[src/design/detector_settings.svh]
// assumes 18-bit two's complement I/Q and Q1.17 coefficients; select codes above 3 fall back
`ifndef DETECTOR_SETTINGS_SVH
`define DETECTOR_SETTINGS_SVH

// ------------------------------------------------------------
// datapath widths
// ------------------------------------------------------------
`define SAMPLE_WIDTH    18
`define COEF_FRAC       17
`define MAG_WIDTH       36
`define METRIC_WIDTH    8
// energy difference to soft metric scaling
`define METRIC_SHIFT    22
`define METRIC_MAX      127

// ------------------------------------------------------------
// dac monitor select codes
// ------------------------------------------------------------
`define DAC_SEL_I       4'd0
`define DAC_SEL_Q       4'd1
`define DAC_SEL_METRIC  4'd2
`define DAC_SEL_FILTER0 4'd3

// filter 0, order is tap0 re, tap0 im, tap1 re, tap1 im
`define F0_C0RE 18'h1B48C
`define F0_C0IM 18'h10B85
`define F0_C1RE 18'h3D7D4
`define F0_C1IM 18'h1FE6B
// filter 1, conjugate tone of filter 0
`define F1_C0RE 18'h1B48C
`define F1_C0IM 18'h2F47B
`define F1_C1RE 18'h3D7D4
`define F1_C1IM 18'h20195

`endif

[src/design/detectorPkg.sv]
// struct widths follow detector_settings.svh; first member listed is the most significant field
`include "detector_settings.svh"

package detectorPkg;

  // complex sample, i in the upper half
  typedef struct packed {
    logic signed [`SAMPLE_WIDTH-1:0] i;
    logic signed [`SAMPLE_WIDTH-1:0] q;
  } iqSample_t;

  // one dac monitor channel
  // sync marks a new data value
  typedef struct packed {
    logic                     sync;
    logic [`SAMPLE_WIDTH-1:0] data;
  } dacPort_t;

  // hard decision plus saturated soft metric
  // positive metric means tone 1 is stronger
  typedef struct packed {
    logic                            decision;
    logic signed [`METRIC_WIDTH-1:0] metric;
  } symbolResult_t;

endpackage

[src/design/dacMonitor.sv]
// selects are static inputs sampled every clock; any code above FILTER0 shows the metric
`timescale 1ns/1ps
`include "detector_settings.svh"

module dacMonitor import detectorPkg::*; (
  input  logic          clk,
  input  logic          reset,
  input  logic          sym2xEn,
  input  iqSample_t     sample,
  input  iqSample_t     filt0,
  input  logic          filtValid,
  input  symbolResult_t result,
  input  logic          symEnOut,
  input  logic [3:0]    dac0Select,
  input  logic [3:0]    dac1Select,
  input  logic [3:0]    dac2Select,
  output dacPort_t      dac0,
  output dacPort_t      dac1,
  output dacPort_t      dac2
);

  // ------------------------------------------------------------
  // monitor sources, each with its own strobe
  // ------------------------------------------------------------
  dacPort_t srcI;
  dacPort_t srcQ;
  dacPort_t srcMetric;
  dacPort_t srcFilter0;

  assign srcI       = '{sync: sym2xEn, data: sample.i};
  assign srcQ       = '{sync: sym2xEn, data: sample.q};
  // metric left justified in the dac word
  assign srcMetric  = '{sync: symEnOut, data: {result.metric, 10'b0}};
  assign srcFilter0 = '{sync: filtValid, data: filt0.i};

  // select decoder shared by all three channels
  function automatic dacPort_t pickSource(input logic [3:0] sel);
    case (sel)
      `DAC_SEL_I:       return srcI;
      `DAC_SEL_Q:       return srcQ;
      `DAC_SEL_FILTER0: return srcFilter0;
      `DAC_SEL_METRIC:  return srcMetric;
      default:          return srcMetric;
    endcase
  endfunction

  // ------------------------------------------------------------
  // output registers
  // ------------------------------------------------------------
  // one clock behind the source
  // data keeps its last value through reset
  always_ff @(posedge clk) begin
    if (reset) begin
      dac0.sync <= 1'b0;
      dac1.sync <= 1'b0;
      dac2.sync <= 1'b0;
    end else begin
      dac0 <= pickSource(dac0Select);
      dac1 <= pickSource(dac1Select);
      dac2 <= pickSource(dac2Select);
    end
  end

endmodule

[config.mk]
export PLATFORM = sky130hd
export DESIGN_NAME = dacMonitor
export DESIGN_NICKNAME = d
export VERILOG_FILES = /design/src/design/detectorPkg.sv /design/src/design/dacMonitor.sv
export VERILOG_INCLUDE_DIRS = /design/src /design/src/design
export SDC_FILE = /design/constraint.sdc
export NUM_CORES = 1
export LEC_CHECK = 0
export BUFFER_PORTS_ARGS = -buffer_cell sky130_fd_sc_hd__buf_2
export CAP_MARGIN = 10
export CELL_PAD_IN_SITES_DETAIL_PLACEMENT = 1
export CELL_PAD_IN_SITES_GLOBAL_PLACEMENT = 1
export CORE_UTILIZATION = 38
export CTS_CLUSTER_DIAMETER = 80
export DETAILED_ROUTE_END_ITERATION = 10
export GPL_TIMING_DRIVEN = 0
export PLACE_DENSITY = 0.92
export SYNTH_ARGS = -nofsm -noshare
export SYNTH_HDL_FRONTEND = slang
export SYNTH_SLANG_ARGS = --single-unit
[constraint.sdc]
create_clock -name clk -period 3.2 [get_ports clk]
set_clock_uncertainty 0.1 [all_clocks]
set_input_delay 0 -clock clk [delete_from_list [all_inputs] [get_ports clk]]
set_output_delay 0 -clock clk [all_outputs]
set_load 0.02 [all_outputs]
==> summary.md <==
| Metric | Value |
|---|---|
| Core area | `just over 9000 um2` |
| Worst-path clk slew | `around 0.070 ns` |
| Post-synth EDFFs | `54` |
| Unrepaired setup endpoints after global routing | `no` |
| Critical Path, Cell by Cell | `dlygate4sd3_1 -> buf_2 -> nor2_1 -> dlygate4sd3_1 -> nand3_1 -> dlygate4sd3_1 -> o311ai_0 -> dlygate4sd3_1` |
| Final hold vios | `0` |
| Setup WS pre-CTS | `1.723 ns` |
| Switching share of total power | `a little under a third` |
| Setup TNS | `0 ns` |
| Synth cell types | `33` |
| Antenna violations before repair | `1` |
| DPL Wire Length | `9135 um` |
| Yosys warns | `0` |
| Max IR drop VDD | `0.0001682 V` |
| Max-cap violations | `0` |
| Hold depth | `3` |
| Max Root-Sink Buffers | `2` |
| Seq cells post-synth | `57` |
| Syn Nets | `about 440` |
| Fin crit share | `74.47%` |
| CP Capture Type | `flop` |
| Final ANT Viol Nets | `0` |
| RD Place Congestion | `0.8638` |
| Fmax | `419.6 MHz` |
| Leakage Power | `2.027 nW` |
| Int Power | `1.383 mW` |
| IO Port Bufs | `132` |
| Sinks on Clock Net | `57` |
| Layout cells sized above 1 | `a little over a third` |
| First-pass GRT wire length | `about 22,000 um` |
| Critical path's slowest cell | `dlygate4sd3_1` |
| Htree depth | `3` |
| Min-delay src | `sample[30]` |
| Period minus WS final | `2.383 ns` |
| Largest net degree at the start of global routing | `31` |
| Number of global-route vias before repair | `roughly 4,100` |
| HP Class | `input port to flop` |
| Most frequent CP cell | `dlygate4sd3_1` |
| Root buf cell | `clkbuf_8` |
| Asr flop ratio synth | `0%` |
| DR iter-0 viols | `333` |
| Crit path largest cell delay | `slightly below 0.6 ns` |
| Pwr dens | `407.7 nW/um2` |
| Die area | `around 9800 um2` |
| Worst-Margin Slew | `0.8477 ns` |
| Layout area overhead | `38.99%` |
| Placed cells | `584` |
| Post-Syn Area | `3578 um2` |
| Num rows | `35` |
| Post-synthesis sequential area ratio | `between 40% and 50%` |
| Net switching power | `0.6450 mW` |
| Tot Pwr | `2.028 mW` |
| Initial core utilization | `38.91%` |
| Post-CTS Setup Inserts | `0` |
| Routed wire per std cell | `22.07 um` |
| Comb pwr share | `26.3%` |
| Die X | `99.04 um` |
| Crit Path Category | `input port to flop` |
| Number of vias per cell | `5.967` |
| Die H | `approximately 100 um` |
| Final cell count without fillers | `642` |
| Max_slew headroom | `between 40% and 50%` |
| Worst Setup Slack, final | `0.8168 ns` |
| Residual DRC | `0` |
| Nets@finish | `between 600 and 700` |
| GRT Total Usage | `29.45%` |
| Sequential power share | `about 45%` |
| DRT Wirelength | `14,170 um` |
| Fin. max-slew vios | `0` |
| I/O pin total | `approximately 160` |
| Hold Path Sink | `dac2[12]` |
| Synthesized instance count | `340` |
| Worst Path Arrival | `about 2.6 ns` |
| Total gr overflow | `0` |
| Startpoint class of the critical path | `input port` |
| Status | `complete, no violations` |
| Final Util | `54.08%` |
| Vias | `3,831` |
| Synth Area per Inst | `10.52 um2` |
| Setup violators final | `0` |
| CTS tree | `done` |
| TritonRoute pass-1 iters | `5` |
| Top_reg_cell synth | `edfxtp_1` |
| Max FO, Critical Path | `2` |
| Clock power frac | `29.0%` |
| Required time of the worst setup path | `3.40 ns` |
| Total CTS buffers | `9` |
worst max path at each step:
stage                        from       end  slack, ns  cells after the start
global route        dac2Select[2]  dac2[18]       0.72                      8
detailed placement  dac0Select[1]  dac0[17]       1.72                      5
finish              dac2Select[2]  dac2[18]       0.82                      8
floorplan                   reset  dac2[18]       1.48                      3
CTS                 dac2Select[2]  dac2[18]       0.83                      8
global placement            reset  dac2[18]       0.83                      4
cells in the final DEF (no fill, tap or decap), types with 2 or more instances in the layout:
cell type,count
a2bb2oi_1,16
nand2b_1,25
nor2_1,4
and2_1,3
inv_2,3
a21oi_1,39
mux2_2,8
nor2_2,2
o21ai_0,2
clkbuf_1,6
nor2b_1,4
a221oi_1,15
or2_1,21
buf_4,4
nand3b_1,16
dfxtp_1,3
clkbuf_8,9
nand2_1,31
edfxtp_1,54
or2_0,11
dlygate4sd3_1,41
mux2i_1,30
buf_8,2
clkinv_2,3
buf_6,3
o22ai_1,16
buf_2,146
nand3_1,2
critical path: cells and delay by family:
kind | cells | cell delay (ns)
simple gates | 2 | 0.14
buf+inv | 5 | 2.34
compound gates | 1 | 0.10
metrics by stage:
stage,hold WS [ns],instance area [um2]
4_1_cts,0.01252,4971
6_report,0.03167,4974
3_3_place_gp,0.2206,4378
2_1_floorplan,0.07832,3578
5_1_grt,0.02017,4974
3_5_place_dp,0.2429,4398
power by group through the flow:
stage                     logic, mW  registers (mW)  clock network, mW
after CTS                     0.520           0.903              0.584
after global routing          0.564           0.910              0.617
final                         0.534           0.905              0.588
after global placement        0.448           0.919                  0
after floorplan               0.194            1.00                  0
after detailed placement      0.472           0.919                  0
repair_timing:
item,CTS,global route
endpoints found under the hold margin,48,0
hold buffers,41,0
gates resized for setup,0,0
cell usage after synthesis (8+ instances only):
cell | number | share of area [%]
or2_0 | 11 | 1.9
o22ai_1 | 16 | 2.8
nand2_1 | 31 | 3.3
a2bb2oi_1 | 16 | 3.9
edfxtp_1 | 54 | 45
mux2_2 | 8 | 2.5
or2_1 | 21 | 3.7
nand3b_1 | 16 | 3.4
nand2b_1 | 25 | 4.4
buf_2 | 14 | 2.0
mux2i_1 | 30 | 8.4
a21oi_1 | 39 | 5.5
a221oi_1 | 15 | 3.7
logic make-up after synthesis:
group | count (synthesis) | synth area share (%)
simple gates | 121 | 19.20
compound gates | 93 | 17.48
flops | 57 | 46.99
mux | 38 | 10.91
buf+inv | 31 | 5.420
registers in the layout, summed over array words and instances (netlist names):
name  cells
dac0     19
dac1     19
dac2     19
metal layers:
metal,global-route usage [%],vias up,part of all wire (%)
met5,0,-,0
met4,18.60,0,5.8
met3,6.028,81,8.5
met2,48.31,269,48
met1,35.39,1832,38
li1,-,1649,-
layout make-up:
class	instances	area, um2
inverters	3	11.26
flip-flops and latches	57	1682
diodes	1	2.502
clock inverters	6	35.03
plain buffers	28	182.7
well taps	111	138.9
multi-input cells	252	1703
repair buffers	174	1091
fillers	1054	4223
clock buffers	10	127.6
Power figures use the tool's default switching activity.
