**config.mk**
```make
export PLATFORM = sky130hd
export DESIGN_NAME = matchedFilter
export DESIGN_NICKNAME = d
export VERILOG_FILES = /design/src/design/detectorPkg.sv /design/src/design/matchedFilter.sv
export VERILOG_INCLUDE_DIRS = /design/src /design/src/design
export SDC_FILE = /design/constraint.sdc
export NUM_CORES = 2
export LEC_CHECK = 0
export BUFFER_PORTS_ARGS = -buffer_cell sky130_fd_sc_hd__buf_2
export CAP_MARGIN = 20
export CELL_PAD_IN_SITES_DETAIL_PLACEMENT = 0
export CELL_PAD_IN_SITES_GLOBAL_PLACEMENT = 1
export CORE_MARGIN = 3
export CORE_UTILIZATION = 50
export CTS_CLUSTER_SIZE = 14
export DETAILED_ROUTE_END_ITERATION = 12
export PLACE_DENSITY = 0.89
export SYNTH_ARGS = -nofsm -noshare
export SYNTH_HDL_FRONTEND = slang
export SYNTH_SLANG_ARGS = --single-unit
```
**constraint.sdc**
```tcl
create_clock -name clk -period 38.3 [get_ports clk]
set_clock_uncertainty 0.05 [all_clocks]
set_input_delay 3.83 -clock clk [delete_from_list [all_inputs] [get_ports clk]]
set_output_delay 3.83 -clock clk [all_outputs]
set_load 0.005 [all_outputs]
```
**src/design/detector_settings.svh**
```systemverilog
// assumes 18-bit two's complement I/Q and Q1.17 coefficients; select codes above 3 fall back
`ifndef DETECTOR_SETTINGS_SVH
`define DETECTOR_SETTINGS_SVH

// ------------------------------------------------------------
// datapath widths
// ------------------------------------------------------------
`define SAMPLE_WIDTH    18
`define COEF_FRAC       17
`define MAG_WIDTH       36
`define METRIC_WIDTH    8
// energy difference to soft metric scaling
`define METRIC_SHIFT    22
`define METRIC_MAX      127

// ------------------------------------------------------------
// dac monitor select codes
// ------------------------------------------------------------
`define DAC_SEL_I       4'd0
`define DAC_SEL_Q       4'd1
`define DAC_SEL_METRIC  4'd2
`define DAC_SEL_FILTER0 4'd3

// filter 0, order is tap0 re, tap0 im, tap1 re, tap1 im
`define F0_C0RE 18'h1B48C
`define F0_C0IM 18'h10B85
`define F0_C1RE 18'h3D7D4
`define F0_C1IM 18'h1FE6B
// filter 1, conjugate tone of filter 0
`define F1_C0RE 18'h1B48C
`define F1_C0IM 18'h2F47B
`define F1_C1RE 18'h3D7D4
`define F1_C1IM 18'h20195

`endif

```
**src/design/detectorPkg.sv**
```systemverilog
// struct widths follow detector_settings.svh; first member listed is the most significant field
`include "detector_settings.svh"

package detectorPkg;

  // complex sample, i in the upper half
  typedef struct packed {
    logic signed [`SAMPLE_WIDTH-1:0] i;
    logic signed [`SAMPLE_WIDTH-1:0] q;
  } iqSample_t;

  // one dac monitor channel
  // sync marks a new data value
  typedef struct packed {
    logic                     sync;
    logic [`SAMPLE_WIDTH-1:0] data;
  } dacPort_t;

  // hard decision plus saturated soft metric
  // positive metric means tone 1 is stronger
  typedef struct packed {
    logic                            decision;
    logic signed [`METRIC_WIDTH-1:0] metric;
  } symbolResult_t;

endpackage

```
**src/design/matchedFilter.sv**
```systemverilog
// needs symEn only on the second sample of a symbol; output truncates by COEF_FRAC, then saturates
`timescale 1ns/1ps
`include "detector_settings.svh"

module matchedFilter import detectorPkg::*; #(
  parameter logic signed [`SAMPLE_WIDTH-1:0] c0Re = `F0_C0RE,
  parameter logic signed [`SAMPLE_WIDTH-1:0] c0Im = `F0_C0IM,
  parameter logic signed [`SAMPLE_WIDTH-1:0] c1Re = `F0_C1RE,
  parameter logic signed [`SAMPLE_WIDTH-1:0] c1Im = `F0_C1IM
) (
  input  logic      clk,
  input  logic      reset,
  input  logic      sym2xEn,
  input  logic      symEn,
  input  iqSample_t sample,
  output iqSample_t filtered,
  output logic      filtValid
);

  // four products of 2*SAMPLE_WIDTH bits need two guard bits
  localparam int accWidth = 2 * `SAMPLE_WIDTH + 2;
  localparam logic signed [accWidth-1:0] satMax = (2 ** (`SAMPLE_WIDTH - 1)) - 1;
  localparam logic signed [accWidth-1:0] satMin = -(2 ** (`SAMPLE_WIDTH - 1));

  iqSample_t firstSample;

  logic signed [accWidth-1:0] accRe;
  logic signed [accWidth-1:0] accIm;
  logic signed [accWidth-1:0] accReShift;
  logic signed [accWidth-1:0] accImShift;

  // clip a shifted sum back into one sample word
  function automatic logic signed [`SAMPLE_WIDTH-1:0] saturate(
    input logic signed [accWidth-1:0] value
  );
    if (value > satMax) begin
      return satMax[`SAMPLE_WIDTH-1:0];
    end else if (value < satMin) begin
      return satMin[`SAMPLE_WIDTH-1:0];
    end
    return value[`SAMPLE_WIDTH-1:0];
  endfunction

  // ------------------------------------------------------------
  // first sample of the symbol
  // ------------------------------------------------------------
  // held until the second sample arrives with symEn
  always_ff @(posedge clk) begin
    if (sym2xEn && !symEn) begin
      firstSample <= sample;
    end
  end

  // ------------------------------------------------------------
  // complex taps, full precision
  // ------------------------------------------------------------
  // re = c0re*x0i - c0im*x0q + c1re*x1i - c1im*x1q
  assign accRe = c0Re * firstSample.i - c0Im * firstSample.q
               + c1Re * sample.i - c1Im * sample.q;
  // im = c0re*x0q + c0im*x0i + c1re*x1q + c1im*x1i
  assign accIm = c0Re * firstSample.q + c0Im * firstSample.i
               + c1Re * sample.q + c1Im * sample.i;

  // drop the coefficient fraction, rounds toward minus infinity
  assign accReShift = accRe >>> `COEF_FRAC;
  assign accImShift = accIm >>> `COEF_FRAC;

  // ------------------------------------------------------------
  // output register
  // ------------------------------------------------------------
  always_ff @(posedge clk) begin
    if (symEn) begin
      filtered.i <= saturate(accReShift);
      filtered.q <= saturate(accImShift);
    end
  end

  // one-cycle valid, one clock after symEn
  always_ff @(posedge clk) begin
    if (reset) begin
      filtValid <= 1'b0;
    end else begin
      filtValid <= symEn;
    end
  end

endmodule

```
==> summary.md <==
| Metric | Value |
|---|---|
| Share of layout cells above drive strength 1 | 2.69% |
| Total global routing track utilization | 27.0% |
| Final GP Congestion | 0.975 |
| Mapped Nets | 7,358 |
| Starting Density | 50.8% |
| Post-synth EDFFs | 72 |
| HPWL after DPL | 122,000 um |
| Most used cell along the critical path | fa_1 |
| Clock Latency Late Sink | 0.43 ns |
| Initial antenna violation count | 2 |
| Post-Syn Area | 51,300 um2 |
| Share of the synthesized area in the top cell type | 42.8% |
| CTS Buf Count | 9 |
| Clock Root Buffer | clkbuf_16 |
| Slowest Stage Delay on Critical Path | 0.58 ns |
| Setup CP Type | in -> reg |
| Grt total ovfl | 0 |
| Filler cell count | 8,958 |
| WP buf/inv | 6 |
| Postcts setup bufs | 0 |
| Register area | 2180 um2 |
| H-tree depth | 3 |
| Crit path to | filtered[2] |
| Max frequency | 0.0642 GHz |
| I/O Buffers | 76 |
| Status | finished, final reports clean |
| CTS max path bufs | 2 |
| Hold crit path type | reg -> reg |
| Clk sinks | 73 |
| # DRC | 0 |
| CP Launch Type | input pin |
| Endpoint class of the critical path | flip-flop |
| Final Hold Fails | 0 |
| CP required | 38.39 ns |
| Total of max-cap violations | 0 |
| Area grow syn2layout | 4.94% |
| Die width | 326 um |
| RSZ-0062 raised after global routing | no |
| Row cnt | 116 |
| Die area | 106,000 um2 |
| Top FF cell, synth | edfxtp_1 |
| Via/cell ratio | 5.14 |
| Multi-input combinational cell area | 42,100 um2 |
| Commonest non-fill, non-tap cells in the layout | inv_1, ha_1, fa_1 |
| Normalized max-slew margin | 34.4% |
| Slew @ Worst Pin | 0.983 ns |
| Clock slew seen by the registers of the worst setup and hold paths | 0.10 ns |
| Nets | 7,455 |
| Critical path depth in cells | 42 |
| # resized after CTS | 0 |
| FF-to-FF path depth | 42 |
| Worst-path maximum fanout | 14 |
| Reg2reg setup slack | 25.66 ns |
| Post-route ant nets | 0 |
| Wirelength per Cell | 20.9 um |
| Crit-path leading delay family | adder cells |
| Yosys warns | 0 |
| Global-route wire length before repair | 217,000 um |
| Crit path DAT | 15.67 ns |
| Cell taking the most area after synthesis | fa_1 |
| Tcrit/Tclk final | 40.7% |
| Drt pass-1 iters | 5 |
| Seq/Total Area, Yosys | 4.26% |
| Syn Inst Count | 5,058 |
| Number of global-route vias before repair | 37,391 |
| CP max-delay cell | fa_1 |
| Core ar. | 101,000 um2 |
| Commonest non-fill, non-tap cell in the layout | inv_1 |
| Finish-stage setup viols | 0 |
| CTS tree | built |
| Largest net degree at the start of global routing | 39 |
| Largest cells by area after synthesis | fa_1, ha_1, inv_1 |
| Reg2reg end | filtered[2] |
| Synth unique cells | 68 |
| Setup TNS | 0 ns |
| Vias | 33,544 |
| Iteration-0 DRC Markers | 2,125 |
| Launch point of the worst reg-to-reg path | firstSample[2] |
| Asr flop ratio synth | 0% |
| Synthesized area per cell | 10.1 um2 |
| Drt total wl | 136,000 um |
| Top Ports | 77 |
| Hold path start | firstSample[35] |
| Die height | 326 um |
| Fin crit period | 15.58 ns |
| CP Launch Point | sample[5] |
| Final Max Slew Viols | 0 |
| Yosys reg bits | 73 |
| # hold bufs at CTS | 0 |
-- area by class of cell --
cell class	instances	share of cell area (%)
multi-input combinational	3135	78.3
tap	1357	3.16
antenna	3	0.0140
clock buffer	9	0.419
inverter	1836	12.8
sequential	73	4.06
clock inverter	7	0.174
timing repair buffer	100	1.05
-- Yosys cell counts, drive strengths merged (3+ instances only) --
library cell     n
inv           1836
ha            1163
fa            1097
a21oi          131
xnor2          104
nand2           77
o21ai           76
a21o            75
edfxtp          72
nor2            70
xor2            57
nor2b           23
o21a            21
nand3           20
nor3            20
o21bai          20
a211oi          19
nand2b          16
a31oi           15
nand4           15
and3            12
clkbuf          12
o31ai           12
o211ai          10
or2             10
and2             7
a211o            6
a21boi           6
a31o             5
nor4             4
a221oi           3
o2111ai          3
o31a             3
or3              3
-- layer usage --
metal / vias up / GRT usage, % / share of wire (%)
met1: 17076 / 36.6 / 43
met4: 0 / 8.18 / 3.4
met5: - / 0 / 0
met2: 900 / 44.8 / 47
met3: 183 / 4.14 / 6.3
li1: 15385 / - / -
-- cell families (layout without fill, tap and decap cells) --
group                    after synthesis  after routing  synth area share [%]
adder cells (fa/ha/maj)             2260           2260                  71.2
buffers and inverters               1850           1952                  13.6
AO/OA/AOI/OAI                        427            427                  5.46
AND/OR/NAND/NOR                      285            285                  2.70
XOR/XNOR                             161            161                  2.75
flip-flops                            73             73                  4.26
multiplexers                           2              2                0.0391
other                                  0              3                     0
-- state kept, by name (all words and copies together), names as in the netlist --
signal	cells
firstSample	36
filtered	36
filtValid	1
-- how the worst min path moves through the flow --
stage	endpoint	slack (ns)	cells past startpoint
after floorplan	filtered[0]	1.47	6
after global placement	filtered[17]	1.65	6
after detailed placement	filtered[17]	1.68	6
after CTS	filtered[17]	1.73	6
after global routing	filtered[17]	1.85	6
final	filtered[17]	1.68	6
-- worst min-delay path, cell delays in order, from the launching register on --
cell	delay, ns
edfxtp_1	0.75
ha_1	0.25
a211oi_1	0.07
a21oi_1	0.16
xnor2_1	0.14
xnor2_1	0.17
inv_1	0.07
-- metrics by stage --
step | cells | setup WS (ns) | area, um2 | util (%) | hold WS (ns)
finish | 6520 | 22.72 | 53800 | 53.3 | 1.68
global route | 6518 | 22.02 | 53800 | 53.3 | 1.85
CTS | 6515 | 22.24 | 53800 | 53.3 | 1.73
detailed placement | 6499 | 21.85 | 53400 | 53.0 | 1.68
global placement | 6498 | 22.16 | 53400 | 53.0 | 1.65
floorplan | 5058 | 23.64 | 51300 | - | 1.47
Power is left out: the tool's default activity adds up to more than one toggle a clock period on the data nets, which glitch-free logic cannot reach.
